===== src/logic/bar_params.svh =====
`ifndef BAR_PARAMS_SVH
`define BAR_PARAMS_SVH

// leds on the bar, filled from the top bit down
`define BAR_WIDTH 16

// equal raw samples needed before a new level is accepted
`define DEBOUNCE_DEPTH 4

`endif


===== src/logic/bar_pkg.sv =====
`default_nettype none

`include "bar_params.svh"

package bar_pkg;

    // one bit per led, bit 15 lights first
    typedef logic [`BAR_WIDTH-1:0] led_t;

    // 0 to BAR_WIDTH inclusive
    typedef logic [$clog2(`BAR_WIDTH+1)-1:0] level_t;

    typedef enum logic [1:0] {
        BAR_INIT    = 2'd0, // loads an empty bar
        BAR_EMPTY   = 2'd1, // level 0, left only
        BAR_PARTIAL = 2'd2, // both directions
        BAR_FULL    = 2'd3  // level BAR_WIDTH, right only
    } bar_state_e;

endpackage

`default_nettype wire


===== src/logic/button_conditioner.sv =====
`default_nettype none

`include "bar_params.svh"

// debounce by sampling, then one pulse per clean press
module button_conditioner #(
    parameter int DEPTH = `DEBOUNCE_DEPTH
) (
    input  logic clk,
    input  logic pb_out_rst,
    input  logic pb,
    output logic pulse
);

    logic [DEPTH-1:0] samples;  // newest at bit 0
    logic             all_high;
    logic             all_low;
    logic             level;    // debounced button
    logic             level_q;  // level one cycle back

    // raw input is asynchronous, the shift chain also syncs it
    always_ff @(posedge clk or posedge pb_out_rst) begin
        if (pb_out_rst) begin
            samples <= '0;
        end else begin
            samples <= {samples[DEPTH-2:0], pb};
        end
    end

    assign all_high = &samples;
    assign all_low  = ~|samples;

    // level only moves once every sample agrees
    always_ff @(posedge clk or posedge pb_out_rst) begin
        if (pb_out_rst) begin
            level <= 1'b0;
        end else if (all_high) begin
            level <= 1'b1;
        end else if (all_low) begin
            level <= 1'b0;
        end
    end

    always_ff @(posedge clk or posedge pb_out_rst) begin
        if (pb_out_rst) begin
            level_q <= 1'b0;
        end else begin
            level_q <= level;
        end
    end

    // rising edge of level, registered
    always_ff @(posedge clk or posedge pb_out_rst) begin
        if (pb_out_rst) begin
            pulse <= 1'b0;
        end else begin
            pulse <= level & ~level_q; // release gives nothing
        end
    end

endmodule

`default_nettype wire


===== src/logic/led_bar_ctrl.sv =====
`default_nettype none

`include "bar_params.svh"

module led_bar_ctrl (
    input  logic          clk,
    input  logic          pb_out_rst,
    input  logic          press_left,
    input  logic          press_right,
    input  logic          press_clear,
    output bar_pkg::led_t led
);

    localparam int IDX_W = $clog2(`BAR_WIDTH);
    localparam bar_pkg::level_t FULL_LEVEL = bar_pkg::level_t'(`BAR_WIDTH);

    bar_pkg::bar_state_e state;
    bar_pkg::bar_state_e next_state;
    bar_pkg::level_t     level;
    bar_pkg::level_t     next_level;
    bar_pkg::led_t       next_led;
    logic [IDX_W-1:0]    bit_idx;   // led touched this cycle
    logic                wipe;
    logic                grow;
    logic                shrink;

    // state always follows the level
    function automatic bar_pkg::bar_state_e state_of(input bar_pkg::level_t lvl);
        bar_pkg::bar_state_e st;
        if (lvl == '0) begin
            st = bar_pkg::BAR_EMPTY;
        end else if (lvl == FULL_LEVEL) begin
            st = bar_pkg::BAR_FULL;
        end else begin
            st = bar_pkg::BAR_PARTIAL;
        end
        return st;
    endfunction

    always_ff @(posedge clk or posedge pb_out_rst) begin
        if (pb_out_rst) begin
            state <= bar_pkg::BAR_INIT;
        end else begin
            state <= next_state;
        end
    end

    // which presses count in this state
    // clear beats left, left beats right
    always_comb begin
        wipe   = 1'b0;
        grow   = 1'b0;
        shrink = 1'b0;
        case (state)
            bar_pkg::BAR_INIT: begin
                wipe = 1'b1;
            end
            bar_pkg::BAR_EMPTY: begin
                wipe = press_clear;
                grow = press_left & ~press_clear; // right ignored
            end
            bar_pkg::BAR_PARTIAL: begin
                wipe   = press_clear;
                grow   = press_left & ~press_clear;
                shrink = press_right & ~press_left & ~press_clear;
            end
            bar_pkg::BAR_FULL: begin
                wipe   = press_clear;
                shrink = press_right & ~press_clear; // left saturates
            end
            default: begin
                wipe = 1'b1;
            end
        endcase
    end

    // next level and bar pattern
    always_comb begin
        next_level = level;
        next_led   = led;
        bit_idx    = '0;
        if (wipe) begin
            next_level = '0;
            next_led   = '0;
        end else if (grow) begin
            next_level = level + 1'b1;
            bit_idx    = IDX_W'(`BAR_WIDTH - next_level); // lowest lit bit
            next_led[bit_idx] = 1'b1;
        end else if (shrink) begin
            bit_idx    = IDX_W'(`BAR_WIDTH - level); // most recent led
            next_level = level - 1'b1;
            next_led[bit_idx] = 1'b0;
        end
        next_state = state_of(next_level);
    end

    always_ff @(posedge clk or posedge pb_out_rst) begin
        if (pb_out_rst) begin
            level <= '0;
            led   <= '0;
        end else begin
            level <= next_level;
            led   <= next_led;
        end
    end

endmodule

`default_nettype wire


===== src/logic/led_bar_top.sv =====
`default_nettype none

`include "bar_params.svh"

module led_bar_top (
    input  logic          clk,
    input  logic          pb_out_rst,
    input  logic          btn_left,
    input  logic          btn_right,
    input  logic          btn_clear,
    output bar_pkg::led_t led
);

    // one cycle high per accepted press
    logic press_left;
    logic press_right;
    logic press_clear;

    button_conditioner #(
        .DEPTH(`DEBOUNCE_DEPTH)
    ) u_cond_left (
        .clk        (clk),
        .pb_out_rst (pb_out_rst),
        .pb         (btn_left),
        .pulse      (press_left)
    );

    button_conditioner #(
        .DEPTH(`DEBOUNCE_DEPTH)
    ) u_cond_right (
        .clk        (clk),
        .pb_out_rst (pb_out_rst),
        .pb         (btn_right),
        .pulse      (press_right)
    );

    // clear is a plain button, not a reset
    button_conditioner #(
        .DEPTH(`DEBOUNCE_DEPTH)
    ) u_cond_clear (
        .clk        (clk),
        .pb_out_rst (pb_out_rst),
        .pb         (btn_clear),
        .pulse      (press_clear)
    );

    led_bar_ctrl u_ctrl (
        .clk         (clk),
        .pb_out_rst  (pb_out_rst),
        .press_left  (press_left),
        .press_right (press_right),
        .press_clear (press_clear),
        .led         (led)
    );

endmodule

`default_nettype wire

===== config.mk =====
export PLATFORM = sky130hd
export DESIGN_NAME = led_bar_top
export DESIGN_NICKNAME = d
export VERILOG_FILES = /design/src/logic/bar_pkg.sv /design/src/logic/button_conditioner.sv /design/src/logic/led_bar_ctrl.sv /design/src/logic/led_bar_top.sv
export VERILOG_INCLUDE_DIRS = /design/src /design/src/logic
export SDC_FILE = /design/constraint.sdc
export NUM_CORES = 1
export LEC_CHECK = 0
export BUFFER_PORTS_ARGS = -buffer_cell sky130_fd_sc_hd__buf_2
export CORE_ASPECT_RATIO = 1.75
export CORE_MARGIN = 4
export CORE_UTILIZATION = 58
export DETAILED_ROUTE_END_ITERATION = 12
export GPL_ROUTABILITY_DRIVEN = 0
export GPL_TIMING_DRIVEN = 0
export PLACE_DENSITY = 0.78
export SLEW_MARGIN = 20
export SYNTH_ARGS = -nofsm -noshare
export SYNTH_HDL_FRONTEND = slang
export SYNTH_HIERARCHICAL = 1
export SYNTH_SLANG_ARGS = --single-unit

===== constraint.sdc =====
create_clock -name clk -period 2.63 [get_ports clk]
set_clock_uncertainty 0.05 [all_clocks]
set_input_delay 0.3945 -clock clk [delete_from_list [all_inputs] [get_ports clk]]
set_output_delay 0.3945 -clock clk [all_outputs]
set_load 0.05 [all_outputs]

==> impl_metrics.toml, run 1 <==
[placed_design]
place_hpwl_um = 3500
io_buffers = 20
place_area_um2 = 2340
place_inst = 280
dp_slack_ns = -0.107

[floorplan]
rows = 29
pin_count = 21
die_w_um = 54.3
coreArea_um2 = 3630
die_area_um2 = 4840
die-height_um = 89.1
start_util_pct = 60.1

[global_routing]
grt_pass1_wl_um = 8490
grt_pass1_vias = 1821
grt_usage_pct = 24.2
grt_max_degree = 24
grt_antenna_before_repair = 0
gr-total-overflow = 0

[logic_synthesis]
synth.cell_area_um2 = 2180
seq_area_frac_synth_pct = 50.5
synth_nets = 226
yosys-top-cells-count = "dfrtp_1 (44), o21ai_0 (23), nor2_1 (20)"
synth_flop_cell = "dfrtp_1"
synth_warnings = 6
synth.area.top_cells = "dfrtp_1 (51%), o21ai_0 (5.3%), ha_1 (4.0%)"
netlist.area_leader.share_pct = 50.5
synth.avg_cell_area_um2 = 10.2
yosys.area.top_type = "dfrtp_1"
async_flop_share_pct = 100
yosysMostFrequentCell = "dfrtp_1"
synth_seq_cells = 44
syn-instance-count = 214
synth-edff-count = 0
yosysUniqueCellTypes = 44

[worst_setup_path]
cp-start-kind = "flop"
critical_path_class = "flop to flop"
crit_chain = "inv_1 -> ha_1 -> a21boi_1 -> nor2_1 -> o311ai_0 -> a21oi_1 -> or4_1"
crit_slowest_cell = "or4_1"
arrival_ns = 2.57
reg2regPathDepth = 7
slowest_delay_ns = 0.50
crit_path_end_kind = "flop"
crit_fanout = 7
required_ns = 2.75

[timing]
setup_viol = 0
setup_ws_ns = 0.181
fmax_ghz = 0.408
period_needed_ns = 2.45
max_slew_margin_pct = 40.3
rsz0062_at_grt = "no"
slew_violations = 0
finalCritPeriodShare_pct = 93.1
hold_viol = 0
whs_ns = 0.142
worstMarginPinSlew_ns = 0.895

[drt]
postRouteAntennaNets = 0
route.detailed.drc = 0
wire_per_inst_um = 17.3
drtIter0Drc = 56
via_per_inst = 6.06
dr.pass1.iters = 5
routed_wirelength_um = 4990
routed-via-count = 1750

[finish]
finalInstanceArea_um2 = 2480
layoutNonFillerInstCount = 289
syn2layout_area_growth_pct = 14.0
drive_gt1_share_pct = 20.6
nNetsFinal = 254
n_antenna_cell = 0

[pwr]
peakVddDrop_mv = 0.600
power_leakage_nw = 1.12
intPower_mw = 1.39
switching_share_pct = 40.1
p_comb_share_pct = 41.6
seqPwrFrac_pct = 35.8
pwr-share-clk_pct = 22.5
p_switching_mw = 0.932
power.density_nw_per_um2 = 934

[worst_hold_path]
hold_class = "input pin to flop"
min_delay_path_depth = 1

[clocking]
cts_sinks = 44
clkLatencyLatePin_ns = 0.30
cts_tree = "done"
cts_root_buf = "clkbuf_8"
cts_made_buffers = 5
htreeDepth = 2
path_clk_slew_ns = 0.09
post-cts-setup-buffers = 0
clk_path_buf_depth = 2

[status]
run_status = "finished clean"

[run]
drv_cap = 0
-- registers in the layout, indices dropped and copies added (netlist names) --
| register | flops |
|---|---|
| u_ctrl/led | 16 |
| u_ctrl/level | 5 |
| u_cond_clear/samples | 4 |
| u_cond_left/samples | 4 |
| u_cond_right/samples | 4 |
| u_ctrl/state | 2 |
| u_cond_clear/level | 1 |
| u_cond_clear/level_q | 1 |
| u_cond_clear/pulse | 1 |
| u_cond_left/level | 1 |
| u_cond_left/level_q | 1 |
| u_cond_left/pulse | 1 |
| u_cond_right/level | 1 |
| u_cond_right/level_q | 1 |
| u_cond_right/pulse | 1 |
-- power groups by stage --
stage	Sequential (mW)	Combinational [mW]	Clock, mW
after floorplan	0.858	0.679	0
after detailed placement	0.841	0.921	0
final	0.832	0.966	0.523
after global routing	0.845	1.06	0.562
after CTS	0.831	0.941	0.530
after global placement	0.838	0.913	0
-- through the flow --
step                total power, mW  util, %  TNS, ns
CTS                            2.30     68.0        0
detailed placement             1.76     64.4   -0.405
finish                         2.32     68.5        0
global placement               1.75     64.4   -0.313
floorplan                      1.54        -        0
global route                   2.46     68.5        0
-- what timing repair did --
action,4_1_cts,5_1_grt
endpoints found under the hold margin,14,0
gates resized for setup,1,4
endpoints found under the setup margin,4,16
hold buffers,1,0
cloned,0,0
-- worst paths after layout --
check | end | slack [ns] | start
max reg2reg | u_ctrl/state[1]$_DFF_PP0_ | 0.18 | u_ctrl/state[0]$_DFF_PP0_
max in group asynchronous | u_ctrl/led[15]$_DFFE_PP0P_ | 1.17 | pb_out_rst
min in group asynchronous | u_cond_left/samples[3]$_DFF_PP0_ | 0.53 | pb_out_rst
min reg2reg | u_cond_left/pulse$_DFF_PP0_ | 0.35 | u_cond_left/level_q$_DFF_PP0_
min | u_cond_left/samples[0]$_DFF_PP0_ | 0.14 | btn_left
max | u_ctrl/state[1]$_DFF_PP0_ | 0.18 | u_ctrl/state[0]$_DFF_PP0_
-- worst max-delay path, delay by kind of cell, from the launching register on --
family / cells / cell delay [ns]
simple gates: 2 / 0.57
flops: 1 / 0.35
buf+inv: 1 / 0.06
fa+ha+maj: 1 / 0.38
compound gates: 3 / 0.91
-- final cells by class --
cell class,instances,area [um2]
Fill cell,285,1140
Sequential cell,44,1100
Multi-Input combinational cell,145,972
Timing Repair Buffer,21,110
Clock buffer,5,68.8
Buffer,9,68.8
Inverter,16,60.1
Tap cell,46,57.6
Clock inverter,3,46.3
-- cell families after synthesis --
family / share of synthesized area, %
AO/OA/AOI/OAI: 20.5
adder cells (fa/ha/maj): 4.02
flip-flops: 50.5
multiplexers: 0.919
buffers and inverters: 5.86
XOR/XNOR: 2.41
AND/OR/NAND/NOR: 15.8
-- layout by cell type, fill, tap and decap left out, types with 4 or more instances in the layout --
cell type  Yosys  final
o21ai_0       23     23
buf_2          3     23
buf_6          4      4
ha_1           7      7
nor3_1        10     10
clkbuf_8       0      5
nor2_1        20     20
a21oi_1       17     17
dfrtp_1       44     44
nand2_1       10     10
a41oi_1        4      4
nor2b_1        4      4
inv_1         16     16
xnor2_1        6      6
-- layer usage --
metal / up-vias / global-route usage (%) / part of all wire, %
li1: 814 / - / -
met1: 859 / 28.5 / 38
met2: 59 / 40.5 / 54
met3: 18 / 4.84 / 4.6
met4: 0 / 12.5 / 2.9
met5: - / 0 / 0
Power figures use the tool's default switching activity.
==> inputs of run 2 (changes only) <==
--- a/config.mk
+++ b/config.mk
@@ -9,11 +9,12 @@
 export BUFFER_PORTS_ARGS = -buffer_cell sky130_fd_sc_hd__buf_2
 export CORE_ASPECT_RATIO = 1.75
 export CORE_MARGIN = 4
-export CORE_UTILIZATION = 58
+export CORE_UTILIZATION = 61
+export CTS_BUF_LIST = sky130_fd_sc_hd__clkbuf_4
 export DETAILED_ROUTE_END_ITERATION = 12
 export GPL_ROUTABILITY_DRIVEN = 0
 export GPL_TIMING_DRIVEN = 0
-export PLACE_DENSITY = 0.78
+export PLACE_DENSITY = 0.82
 export SLEW_MARGIN = 20
 export SYNTH_ARGS = -nofsm -noshare
 export SYNTH_HDL_FRONTEND = slang
==> run 2 against run 1 <==
- clock power fell by 20%
- design area fell by 1.7%
- total power fell by 5.0%
- wire length fell by 1.4%
- cell count fell by 0.69%
- die area fell by 4.3%
- critical endpoint is now u_ctrl/led[14]$_DFFE_PP0P_
- largest power group unchanged
==> impl_metrics.toml, run 2 (synthesis gave the netlist of run 1 again) <==
[worst_setup_path]
critPathLaunch = "u_ctrl/level[0]$_DFF_PP0_"
required_ns = 2.83
r2r-end = "u_ctrl/led[14]$_DFFE_PP0P_"
cp.depth = 8
reg2regPathDepth = 8
slowest_delay_ns = 0.42
cp-endpoint = "u_ctrl/led[14]$_DFFE_PP0P_"
critical_path_class = "flop to flop"
crit_fanout = 10
crit_slowest_cell = "dfrtp_1"
arrival_ns = 2.62
crit_path_end_kind = "flop"
cp_top_family = "simple AND/OR/NAND/NOR gates"
worst-path-buf-inv = 2
regToRegSetupSlack_ns = 0.21
reg2reg_from = "u_ctrl/level[0]$_DFF_PP0_"
crit_chain = "buf_2 -> inv_1 -> ha_1 -> nor3b_1 -> xnor2_1 -> nor4b_4 -> a21oi_1 -> nor3_1"
cp-start-kind = "flop"

[finish]
layout_commonest_cell = "dfrtp_1"
drive_gt1_share_pct = 20.2
reg_top3 = "u_ctrl/led: 16 flops, u_ctrl/level: 5 flops"
regArea_um2 = 1100
syn2layout_area_growth_pct = 12.1
layout_common_cells = "dfrtp_1 (44), buf_2 (23), o21ai_0 (23), nor2_1 (20), a21oi_1 (17)"
multi_input_area_um2 = 972
final_core_util_pct = 71.9
largest_reg_flops = 16
regMostFlops = "u_ctrl/led"
layoutNonFillerInstCount = 287
fill_cells = 262
nNetsFinal = 253
n_antenna_cell = 0

[floorplan]
die-height_um = 87.1
rows = 28
die_area_um2 = 4630
start_util_pct = 64.1
pin_count = 21
coreArea_um2 = 3400
die_w_um = 53.2

[drt]
via_per_inst = 6.10
route.detailed.drc = 0
dr.pass1.iters = 5
wire_per_inst_um = 17.2
postRouteAntennaNets = 0
routed_wirelength_um = 4930
routed-via-count = 1751
drtIter0Drc = 92

[timing]
setup_viol = 0
finalCritPeriodShare_pct = 92.0
slew_violations = 0
rsz0062_at_grt = "no"
max_slew_margin_pct = 39.0
hold_viol = 0
fmax_ghz = 0.413
worstMarginPinSlew_ns = 0.914
finalSetupTns_ns = 0
period_needed_ns = 2.42
setup_ws_ns = 0.211

[clocking]
cts_sinks = 44
htreeDepth = 2
cts_root_buf = "clkbuf_4"
post-cts-setup-buffers = 0
clk_path_buf_depth = 2
path_clk_slew_ns = 0.11
cts_made_buffers = 5
clkLatencyLatePin_ns = 0.37
cts_tree = "done"

[pwr]
power.density_nw_per_um2 = 902
power_leakage_nw = 1.11
peakVddDrop_mv = 0.686
p_total_mw = 2.20

[global_routing]
gr-total-overflow = 0
grt_pass1_wl_um = 8270
grt_antenna_before_repair = 0
grt_pass1_vias = 1779
grt_max_degree = 24
grt_usage_pct = 24.8

[placed_design]
place_inst = 279
dp_slack_ns = -0.103
place_hpwl_um = 3550
io_buffers = 20

[run]
drv_cap = 0

[worst_hold_path]
min_from = "btn_left"
hold_class = "input pin to flop"

[status]
run_status = "finished clean"
## run 2: cell types whose count changed in the layout (fill, tap and decap cells not counted), sizes merged
cell      delta
clkinv       +1
clkinvlp     -1
inv          -1
## run 2: power breakdown
group | internal, mW | total (mW) | leakage, nW | switching [mW]
clock | 0.210 | 0.421 | 0.0456 | 0.211
combinational | 0.337 | 0.943 | 0.499 | 0.606
sequential | 0.763 | 0.841 | 0.563 | 0.0781
## run 2: how the worst min path moves through the flow
stage	endpoint	slack [ns]	cells past startpoint
global route	u_cond_clear/samples[0]$_DFF_PP0_	0.07	1
CTS	u_cond_clear/samples[0]$_DFF_PP0_	0.08	1
finish	u_cond_left/samples[0]$_DFF_PP0_	0.09	1
detailed placement	u_cond_clear/level$_DFFE_PP0P_	0.32	2
global placement	u_cond_clear/samples[0]$_DFF_PP0_	0.31	2
floorplan	u_cond_clear/level$_DFFE_PP0P_	0.15	1
## run 2: worst reg2reg max path: stages, from the launching register on
cell and delay (ns):
dfrtp_1 0.42, buf_2 0.25, inv_1 0.13, ha_1 0.37, nor3b_1 0.25, xnor2_1 0.20, nor4b_4 0.35, a21oi_1 0.12
nor3_1 0.19
## run 2: cell type report
class                   instances  share of cell area, %
well taps                      45                   2.30
clock buffers                   6                   1.84
inverters                      16                   2.46
flip-flops and latches         44                   45.1
clock inverters                 2                   1.43
multi-input cells             145                   39.8
plain buffers                   8                   2.61
repair buffers                 21                   4.51
## run 2: through the flow
stage	hold slack [ns]	cell area, um2
global placement	0.306	2340
global route	0.0684	2440
CTS	0.0819	2440
detailed placement	0.319	2340
finish	0.0912	2440
floorplan	0.148	2180
## run 2: what timing repair did
item	CTS	global route
hold endpoints to repair	21	0
resized for setup	2	1
endpoints found under the setup margin	8	14
hold buffers	1	0
## run 2: per-layer routing
metal	vias to the layer above	GRT usage, %	wire length (um)
li1	814	-	-
met1	824	30.2	1890
met2	99	39.9	2550
met3	14	5.32	340
met4	0	13.5	145
met5	-	0	0
